<file path="src/hdl/div_isa_pkg.sv">
package div_isa_pkg;

    // physical register tag from the rename stage
    typedef logic [7:0] phys_tag_t;

    typedef logic [31:0] pc_t;

    // divide path opcodes, 4 bit field as carried through the core
    typedef enum logic [3:0] {
        op_div  = 4'h0,  // signed quotient
        op_divu = 4'h1,
        op_rem  = 4'h2,  // signed remainder
        op_remu = 4'h3
    } div_op_e;

endpackage

</file>
<file path="src/hdl/rs_pkg.sv">
package rs_pkg;

    // dispatch record, 62 bits
    typedef struct packed {
        div_isa_pkg::pc_t       pc;
        div_isa_pkg::phys_tag_t dst;
        div_isa_pkg::div_op_e   op;
        div_isa_pkg::phys_tag_t src1;
        div_isa_pkg::phys_tag_t src2;
        logic                   src1_rdy;  // ready as known at rename
        logic                   src2_rdy;
    } rs_dispatch_t;

    // one result bus
    typedef struct packed {
        logic                   valid;
        div_isa_pkg::phys_tag_t tag;
    } rs_bcast_t;

    // record handed to the divide unit, 61 bits
    typedef struct packed {
        logic                   valid;
        div_isa_pkg::pc_t       pc;
        div_isa_pkg::phys_tag_t dst;
        div_isa_pkg::div_op_e   op;
        div_isa_pkg::phys_tag_t src1;
        div_isa_pkg::phys_tag_t src2;
    } rs_issue_t;

    typedef enum logic [1:0] {
        idle      = 2'd0,
        acked     = 2'd1,  // first cycle with ack high
        wait_drop = 2'd2   // ack held until req falls
    } alloc_state_e;

endpackage

</file>
<file path="src/hdl/rs_alloc_ctrl.sv">
`timescale 1ns/1ps

module rs_alloc_ctrl #(
    parameter int DEPTH = 16
) (
    input  logic                     clk,
    input  logic                     rst_n,
    input  logic                     flush,
    input  logic                     alloc_req,
    output logic                     alloc_ack,
    input  logic [DEPTH-1:0]         busy,
    output logic                     wr_en,
    output logic [$clog2(DEPTH)-1:0] wr_idx,
    output logic [$clog2(DEPTH)-1:0] head
);
    import rs_pkg::*;

    localparam int IDX_W = $clog2(DEPTH);

    alloc_state_e     state;
    alloc_state_e     state_nxt;
    logic [IDX_W-1:0] tail;
    logic [IDX_W:0]   count;  // occupied slots incl. holes
    logic             full;
    logic             retire;

    assign full   = (count == (IDX_W+1)'(DEPTH));
    assign wr_en  = (state == idle) && alloc_req && !full && !flush;
    assign retire = (count != '0) && !busy[head];  // issued slot at head
    assign wr_idx = tail;

    always_comb begin
        state_nxt = state;
        case (state)
            idle: begin
                if (wr_en) begin
                    state_nxt = acked;
                end
            end
            acked: begin
                state_nxt = alloc_req ? wait_drop : idle;
            end
            wait_drop: begin
                if (!alloc_req) begin
                    state_nxt = idle;
                end
            end
            default: state_nxt = idle;
        endcase
    end

    always_ff @(posedge clk) begin
        if (!rst_n) begin
            state     <= idle;
            alloc_ack <= 1'b0;
        end else begin
            state     <= state_nxt;
            alloc_ack <= (state_nxt != idle);
        end
    end

    always_ff @(posedge clk) begin
        if (!rst_n || flush) begin
            head  <= '0;
            tail  <= '0;
            count <= '0;
        end else begin
            if (wr_en) begin
                tail <= tail + 1'b1;  // wraps, DEPTH is a power of two
            end
            if (retire) begin
                head <= head + 1'b1;
            end
            case ({wr_en, retire})
                2'b10:   count <= count + 1'b1;
                2'b01:   count <= count - 1'b1;
                default: count <= count;
            endcase
        end
    end

endmodule

</file>
<file path="src/hdl/rs_wakeup.sv">
`timescale 1ns/1ps

module rs_wakeup #(
    parameter int DEPTH     = 16,
    parameter int NUM_BCAST = 4
) (
    input  div_isa_pkg::phys_tag_t [DEPTH-1:0]     src1_tags,
    input  div_isa_pkg::phys_tag_t [DEPTH-1:0]     src2_tags,
    input  rs_pkg::rs_dispatch_t                   dispatch,
    input  rs_pkg::rs_bcast_t      [NUM_BCAST-1:0] bcast,
    output logic                   [DEPTH-1:0]     set1,
    output logic                   [DEPTH-1:0]     set2,
    output logic                                   byp1,
    output logic                                   byp2
);
    import div_isa_pkg::*;
    import rs_pkg::*;

    // any valid bus carrying this tag
    function automatic logic tag_hit(input phys_tag_t tag,
                                     input rs_bcast_t [NUM_BCAST-1:0] bus);
        logic hit;
        hit = 1'b0;
        for (int b = 0; b < NUM_BCAST; b++) begin
            hit = hit | (bus[b].valid && (bus[b].tag == tag));
        end
        return hit;
    endfunction

    always_comb begin
        for (int i = 0; i < DEPTH; i++) begin
            set1[i] = tag_hit(src1_tags[i], bcast);
            set2[i] = tag_hit(src2_tags[i], bcast);
        end
    end

    // same-cycle broadcast seen by the entry being written
    assign byp1 = tag_hit(dispatch.src1, bcast);
    assign byp2 = tag_hit(dispatch.src2, bcast);

endmodule

</file>
<file path="src/hdl/rs_entry_array.sv">
`timescale 1ns/1ps

module rs_entry_array #(
    parameter int DEPTH = 16
) (
    input  logic                                   clk,
    input  logic                                   rst_n,
    input  logic                                   flush,
    input  logic                                   wr_en,
    input  logic                   [$clog2(DEPTH)-1:0] wr_idx,
    input  rs_pkg::rs_dispatch_t                   dispatch,
    input  logic                                   byp1,
    input  logic                                   byp2,
    input  logic                   [DEPTH-1:0]     set1,
    input  logic                   [DEPTH-1:0]     set2,
    input  logic                   [DEPTH-1:0]     clr,
    output logic                   [DEPTH-1:0]     busy,
    output logic                   [DEPTH-1:0]     rdy1,
    output logic                   [DEPTH-1:0]     rdy2,
    output rs_pkg::rs_dispatch_t   [DEPTH-1:0]     entries,
    output div_isa_pkg::phys_tag_t [DEPTH-1:0]     src1_tags,
    output div_isa_pkg::phys_tag_t [DEPTH-1:0]     src2_tags
);

    // payload storage
    always_ff @(posedge clk) begin
        if (wr_en) begin
            entries[wr_idx] <= dispatch;
        end
    end

    always_ff @(posedge clk) begin
        if (!rst_n || flush) begin
            busy <= '0;
            rdy1 <= '0;
            rdy2 <= '0;
        end else begin
            busy <= busy & ~clr;
            rdy1 <= rdy1 | set1;
            rdy2 <= rdy2 | set2;
            if (wr_en) begin  // new entry overrides stale wakeup on its slot
                busy[wr_idx] <= 1'b1;
                rdy1[wr_idx] <= dispatch.src1_rdy | byp1;
                rdy2[wr_idx] <= dispatch.src2_rdy | byp2;
            end
        end
    end

    always_comb begin
        for (int i = 0; i < DEPTH; i++) begin
            src1_tags[i] = entries[i].src1;
            src2_tags[i] = entries[i].src2;
        end
    end

endmodule

</file>
<file path="src/hdl/rs_issue_select.sv">
`timescale 1ns/1ps

module rs_issue_select #(
    parameter int DEPTH  = 16,
    parameter int WINDOW = 8
) (
    input  logic                               clk,
    input  logic                               rst_n,
    input  logic                               flush,
    input  logic                 [$clog2(DEPTH)-1:0] head,
    input  logic                 [DEPTH-1:0]   busy,
    input  logic                 [DEPTH-1:0]   rdy1,
    input  logic                 [DEPTH-1:0]   rdy2,
    input  rs_pkg::rs_dispatch_t [DEPTH-1:0]   entries,
    output logic                 [DEPTH-1:0]   clr,
    output rs_pkg::rs_issue_t                  issue
);

    localparam int IDX_W = $clog2(DEPTH);

    logic             found;
    logic [IDX_W-1:0] sel;

    // first ready entry counting from head, oldest wins
    always_comb begin
        logic [IDX_W-1:0] idx;
        found = 1'b0;
        sel   = '0;
        idx   = '0;
        for (int off = 0; off < WINDOW; off++) begin
            idx = head + IDX_W'(off);  // wraps at DEPTH
            if (!found && busy[idx] && rdy1[idx] && rdy2[idx]) begin
                found = 1'b1;
                sel   = idx;
            end
        end
    end

    always_comb begin
        clr = '0;
        if (found) begin
            clr[sel] = 1'b1;
        end
    end

    always_ff @(posedge clk) begin
        if (!rst_n || flush) begin
            issue <= '0;
        end else if (found) begin
            issue.valid <= 1'b1;
            issue.pc    <= entries[sel].pc;
            issue.dst   <= entries[sel].dst;
            issue.op    <= entries[sel].op;
            issue.src1  <= entries[sel].src1;
            issue.src2  <= entries[sel].src2;
        end else begin
            issue <= '0;  // one-cycle record
        end
    end

endmodule

</file>
<file path="src/hdl/div_rs_top.sv">
`timescale 1ns/1ps

module div_rs_top #(
    parameter int DEPTH     = 16,
    parameter int WINDOW    = 8,
    parameter int NUM_BCAST = 4
) (
    input  logic                                 clk,
    input  logic                                 rst_n,
    input  logic                                 flush,
    input  logic                                 alloc_req,
    output logic                                 alloc_ack,
    input  rs_pkg::rs_dispatch_t                 dispatch,
    input  rs_pkg::rs_bcast_t    [NUM_BCAST-1:0] bcast,
    output rs_pkg::rs_issue_t                    issue
);
    import div_isa_pkg::*;
    import rs_pkg::*;

    localparam int IDX_W = $clog2(DEPTH);

    logic                         wr_en;
    logic         [IDX_W-1:0]     wr_idx;
    logic         [IDX_W-1:0]     head;
    logic         [DEPTH-1:0]     busy;
    logic         [DEPTH-1:0]     rdy1;
    logic         [DEPTH-1:0]     rdy2;
    logic         [DEPTH-1:0]     set1;
    logic         [DEPTH-1:0]     set2;
    logic         [DEPTH-1:0]     clr;
    logic                         byp1;
    logic                         byp2;
    rs_dispatch_t [DEPTH-1:0]     entries;
    phys_tag_t    [DEPTH-1:0]     src1_tags;
    phys_tag_t    [DEPTH-1:0]     src2_tags;

    rs_alloc_ctrl #(
        .DEPTH(DEPTH)
    ) i_alloc (
        .clk(clk),
        .rst_n(rst_n),
        .flush(flush),
        .alloc_req(alloc_req),
        .alloc_ack(alloc_ack),
        .busy(busy),
        .wr_en(wr_en),
        .wr_idx(wr_idx),
        .head(head)
    );

    rs_wakeup #(
        .DEPTH(DEPTH),
        .NUM_BCAST(NUM_BCAST)
    ) i_wakeup (
        .src1_tags(src1_tags),
        .src2_tags(src2_tags),
        .dispatch(dispatch),
        .bcast(bcast),
        .set1(set1),
        .set2(set2),
        .byp1(byp1),
        .byp2(byp2)
    );

    rs_entry_array #(
        .DEPTH(DEPTH)
    ) i_entries (
        .clk(clk),
        .rst_n(rst_n),
        .flush(flush),
        .wr_en(wr_en),
        .wr_idx(wr_idx),
        .dispatch(dispatch),
        .byp1(byp1),
        .byp2(byp2),
        .set1(set1),
        .set2(set2),
        .clr(clr),
        .busy(busy),
        .rdy1(rdy1),
        .rdy2(rdy2),
        .entries(entries),
        .src1_tags(src1_tags),
        .src2_tags(src2_tags)
    );

    rs_issue_select #(
        .DEPTH(DEPTH),
        .WINDOW(WINDOW)
    ) i_select (
        .clk(clk),
        .rst_n(rst_n),
        .flush(flush),
        .head(head),
        .busy(busy),
        .rdy1(rdy1),
        .rdy2(rdy2),
        .entries(entries),
        .clr(clr),
        .issue(issue)
    );

endmodule

</file>
<file path="config.mk">
export PLATFORM = sky130hd
export DESIGN_NAME = div_rs_top
export DESIGN_NICKNAME = d
export VERILOG_FILES = /design/src/hdl/div_isa_pkg.sv /design/src/hdl/rs_pkg.sv /design/src/hdl/rs_alloc_ctrl.sv /design/src/hdl/rs_wakeup.sv /design/src/hdl/rs_entry_array.sv /design/src/hdl/rs_issue_select.sv /design/src/hdl/div_rs_top.sv
export SDC_FILE = /design/constraint.sdc
export NUM_CORES = 2
export LEC_CHECK = 0
export BUFFER_PORTS_ARGS = -buffer_cell sky130_fd_sc_hd__buf_2
export CAP_MARGIN = 20
export CELL_PAD_IN_SITES_DETAIL_PLACEMENT = 1
export CELL_PAD_IN_SITES_GLOBAL_PLACEMENT = 2
export CORE_UTILIZATION = 49
export CTS_CLUSTER_DIAMETER = 50
export DETAILED_ROUTE_END_ITERATION = 16
export PLACE_DENSITY_LB_ADDON = 0.2
export SYNTH_ARGS = -nofsm -noshare
export SYNTH_HDL_FRONTEND = slang
export SYNTH_SLANG_ARGS = --single-unit
export TNS_END_PERCENT = 50
</file>
<file path="constraint.sdc">
create_clock -name clk -period 14.5 [get_ports clk]
set_input_delay 2.9 -clock clk [delete_from_list [all_inputs] [get_ports clk]]
set_output_delay 2.9 -clock clk [all_outputs]
set_load 0.01 [all_outputs]
</file>
==> results by group <==
STA
  – Max Transition Viols Final: 0
  – Final Critical Period: 7.11 ns
  – Final setup viols: 0
  – WHS: 0.498 ns
  – RSZ-0062 raised after global routing: false
  – Setup TNS: 0 ns
  – Max Fclk: 141 MHz
  – Worst slew pin tran: 1.08 ns
  – Final Cycle Share: 49.0%
  – Fin Clk Skew: 0.0440 ns
  – Hold Vio Cnt, Final: 0
  – Min setup slack post-route: 7.39 ns
  – Rel. slew slack: 27.7%

Worst setup path
  – CP Depth: 16
  – Crit-path max FO: 85
  – CP required: 15.10 ns
  – Crit path capture type: flip-flop
  – Crit path cell chain: buf_4 -> inv_1 -> ha_1 -> and4_1 -> a211oi_1 -> or2_2 -> mux4_2 -> and2_0 -> and3_4 -> o2bb2ai_4 -> buf_4 -> buf_12 -> buf_4 -> mux4_2 -> nand3_1 -> a41oi_1
  – Crit path buf inv count: 5
  – Slowest CP cell: o2bb2ai_4
  – Worst r2r path cells: 16
  – Critical path arrival: 7.71 ns
  – Most common cell on crit path: buf_4
  – Cell family with the largest share of critical-path delay: buffers and inverters
  – Crit start category: flip-flop
  – Worst setup path class: flip-flop to flip-flop
  – Largest stage delay on the critical path: 0.77 ns

Global routing
  – First-pass GRT wire length: 278 mm
  – Largest net degree at the start of global routing: 129
  – Total GRT Usage: 33.4%
  – GRT Residual Overflow: 0
  – Initial antenna violation count: 8
  – Vias in the first global route: 38309

Hold path
  – Hold Crit Depth: 2
  – HP Class: flip-flop to flip-flop

Finish
  – Share of cells above drive strength 1: 18.6%
  – Core Util, Final: 54.6%
  – Multi-input logic area: 22300 um^2
  – Post-route cell area: 61800 um^2
  – Layout fillers: 10861
  – Fin nets: 4055
  – Commonest non-fill, non-tap cell in the layout: edfxtp_1
  – Fin cells: 5551
  – Area Overhead vs Synth: 9.99%
  – Sequential Area: 31300 um^2
  – Most frequent cells in the layout: edfxtp_1, xor2_1, nand3_1

Logic synthesis
  – Yosys top cell area share: 51.3%
  – Yosys warning total: 0
  – Seq/Total Area, Yosys: 55.8%
  – Post-synth top flop: edfxtp_1
  – EDFF count, synth: 960
  – Syn nets: 4225
  – Synthesized area: 56200 um^2
  – Cell variety after synth: 74
  – Synth Register Bits: 1085
  – Top cells by area, synth: edfxtp_1, xor2_1, mux4_2
  – Asr flop ratio synth: 0%
  – Synth area leader: edfxtp_1
  – Average cell area after synthesis: 13.7 um^2
  – Post-Synthesis Cells: 4107

Route
  – Post-route ant nets: 0
  – Mean routed wirelength per cell: 34.7 um
  – Vias per cell: 6.56
  – WL final: 192 mm
  – Drt drc: 0
  – Drt pass-1 iters: 6
  – Initial drt markers: 3803
  – Via count: 36438

Clock network
  – Clock buffer depth: 3
  – CTS buffer count: 137
  – Cts hold-fix bufs: 0
  – # Post-CTS Setup Buffers: 0
  – Worst skew pair latency: 0.79 ns
  – Clk sinks: 1085
  – CTS root buffer: clkbuf_16
  – Clk slew on worst S/H paths: 0.06 ns
  – CTS tree: done
  – # H-tree levels: 4
  – Post-cts resize count: 0

Floorplanning
  – Core area: 113000 um^2
  – # rows: 123
  – Die area: 116000 um^2
  – Die Wd: 341 um
  – Die Span Y: 341 um
  – Starting density of the core: 49.7%
  – Ports: 164

Placed design
  – DP Wirelength: 109 mm
  – Setup WS pre-CTS: 7.26 ns
  – Placed cell area: 57100 um^2
  – GP Congestion: 0.878
  – PortBufs: 163
  – Cells after DPL: 5295

Power and ir drop
  – Overall power: 7.52 mW
  – P_int: 5.67 mW
  – Max VDD drop: 0.109 mV
  – Power share of the clock group: 45.9%
  – Sw Share: 24.6%
  – Leakage Power: 20.3 nW
  – P per Cell Area: 122 nW/um^2
  – Seq pwr share: 45.5%
  – Combinational Power Share: 8.6%
  – Net switching power: 1.85 mW

Status
  – Status: complete, no violations

Flow run
  – Max-capacitance violation count: 0
[kinds of logic (layout without fill, tap and decap cells)]
logic type	count (synthesis)	count (layout)	synth area share [%]
xor gates and xnor gates	1108	1108	17.3
and+or+nand+nor	777	777	7.52
adders and majority gates	16	16	0.370
muxes	279	279	10.9
DFF	1085	1085	55.8
AOI/OAI and AO/OA	259	259	3.53
other	0	2	0
buffers and inverters	583	525	4.60
[final cells by class]
cell class | instances | area share [%]
Timing Repair Buffer | 240 | 2.38
Sequential cell | 1085 | 50.7
Tap cell | 1500 | 3.04
Multi-Input combinational cell | 2439 | 36.2
Inverter | 34 | 0.271
Clock buffer | 177 | 6.04
Antenna cell | 2 | 0.00810
Clock inverter | 74 | 1.41
[final timing paths]
check,startpoint,endpoint,slack (ns)
worst min-delay path,i_entries.busy[6],i_entries.busy[6],0.50
worst max-delay path,i_alloc.head[1],i_select.issue[40],7.39
worst max register to register,i_alloc.head[1],i_select.issue[40],7.39
worst min register to register,i_entries.busy[6],i_entries.busy[6],0.50
[cells in the mapped netlist, types with 4 or more instances]
| library cell | number |
|---|---|
| buf_4 | 16 |
| a21oi_1 | 30 |
| nand3_1 | 337 |
| edfxtp_1 | 960 |
| mux4_2 | 268 |
| and3_1 | 18 |
| a22oi_1 | 4 |
| a41oi_1 | 61 |
| inv_1 | 31 |
| nor4_1 | 177 |
| a311oi_1 | 24 |
| xor2_1 | 780 |
| buf_2 | 37 |
| nor3_1 | 45 |
| nor2b_1 | 5 |
| a31oi_1 | 24 |
| clkbuf_1 | 232 |
| nand2b_1 | 6 |
| nand4_1 | 93 |
| xnor2_1 | 328 |
| buf_8 | 4 |
| o21ai_0 | 10 |
| nor2_1 | 57 |
| o41ai_1 | 21 |
| buf_1 | 160 |
| dfxtp_1 | 125 |
| o22ai_1 | 6 |
| mux2i_1 | 10 |
| ha_1 | 15 |
| clkbuf_2 | 82 |
| nand2_1 | 18 |
| o31ai_1 | 16 |
| a211oi_1 | 31 |
| buf_6 | 17 |
[worst register-to-register path, cell delays in order, from the launching register on]
cell and delay [ns]:
dfxtp_1 0.31, buf_4 0.41, inv_1 0.25, ha_1 0.61, and4_1 0.27, a211oi_1 0.06
or2_2 0.30, mux4_2 0.54, and2_0 0.29, and3_4 0.25, o2bb2ai_4 0.77, buf_4 0.58
buf_12 0.60, buf_4 0.81, mux4_2 0.67, nand3_1 0.11, a41oi_1 0.13
[layer usage]
layer / track usage [%] / part of all wire (%) / up-vias
met5: 0 / 0.033 / -
met3: 5.75 / 7.6 / 595
met4: 17.9 / 5.8 / 12
met1: 43.1 / 39 / 19016
met2: 54.0 / 47 / 1866
li1: - / - / 14949
[registers in the layout, summed over array words and instances (netlist names)]
signal	count
i_entries.busy	16
i_alloc.count	5
i_alloc.state	2
i_alloc.alloc_ack	1
i_entries.rdy1	16
i_entries.rdy2	16
i_alloc.head	4
i_select.issue	61
i_entries.entries	960
i_alloc.wr_idx	4
[power groups by stage]
stage | Sequential [mW] | Combinational (mW) | Clock, mW
6_report | 3.42 | 0.645 | 3.45
5_1_grt | 3.42 | 0.676 | 3.59
4_1_cts | 3.42 | 0.638 | 3.49
3_5_place_dp | 3.49 | 0.634 | 0
3_3_place_gp | 3.49 | 0.620 | 0
2_1_floorplan | 3.48 | 0.426 | 0
Power figures use the tool's default switching activity.
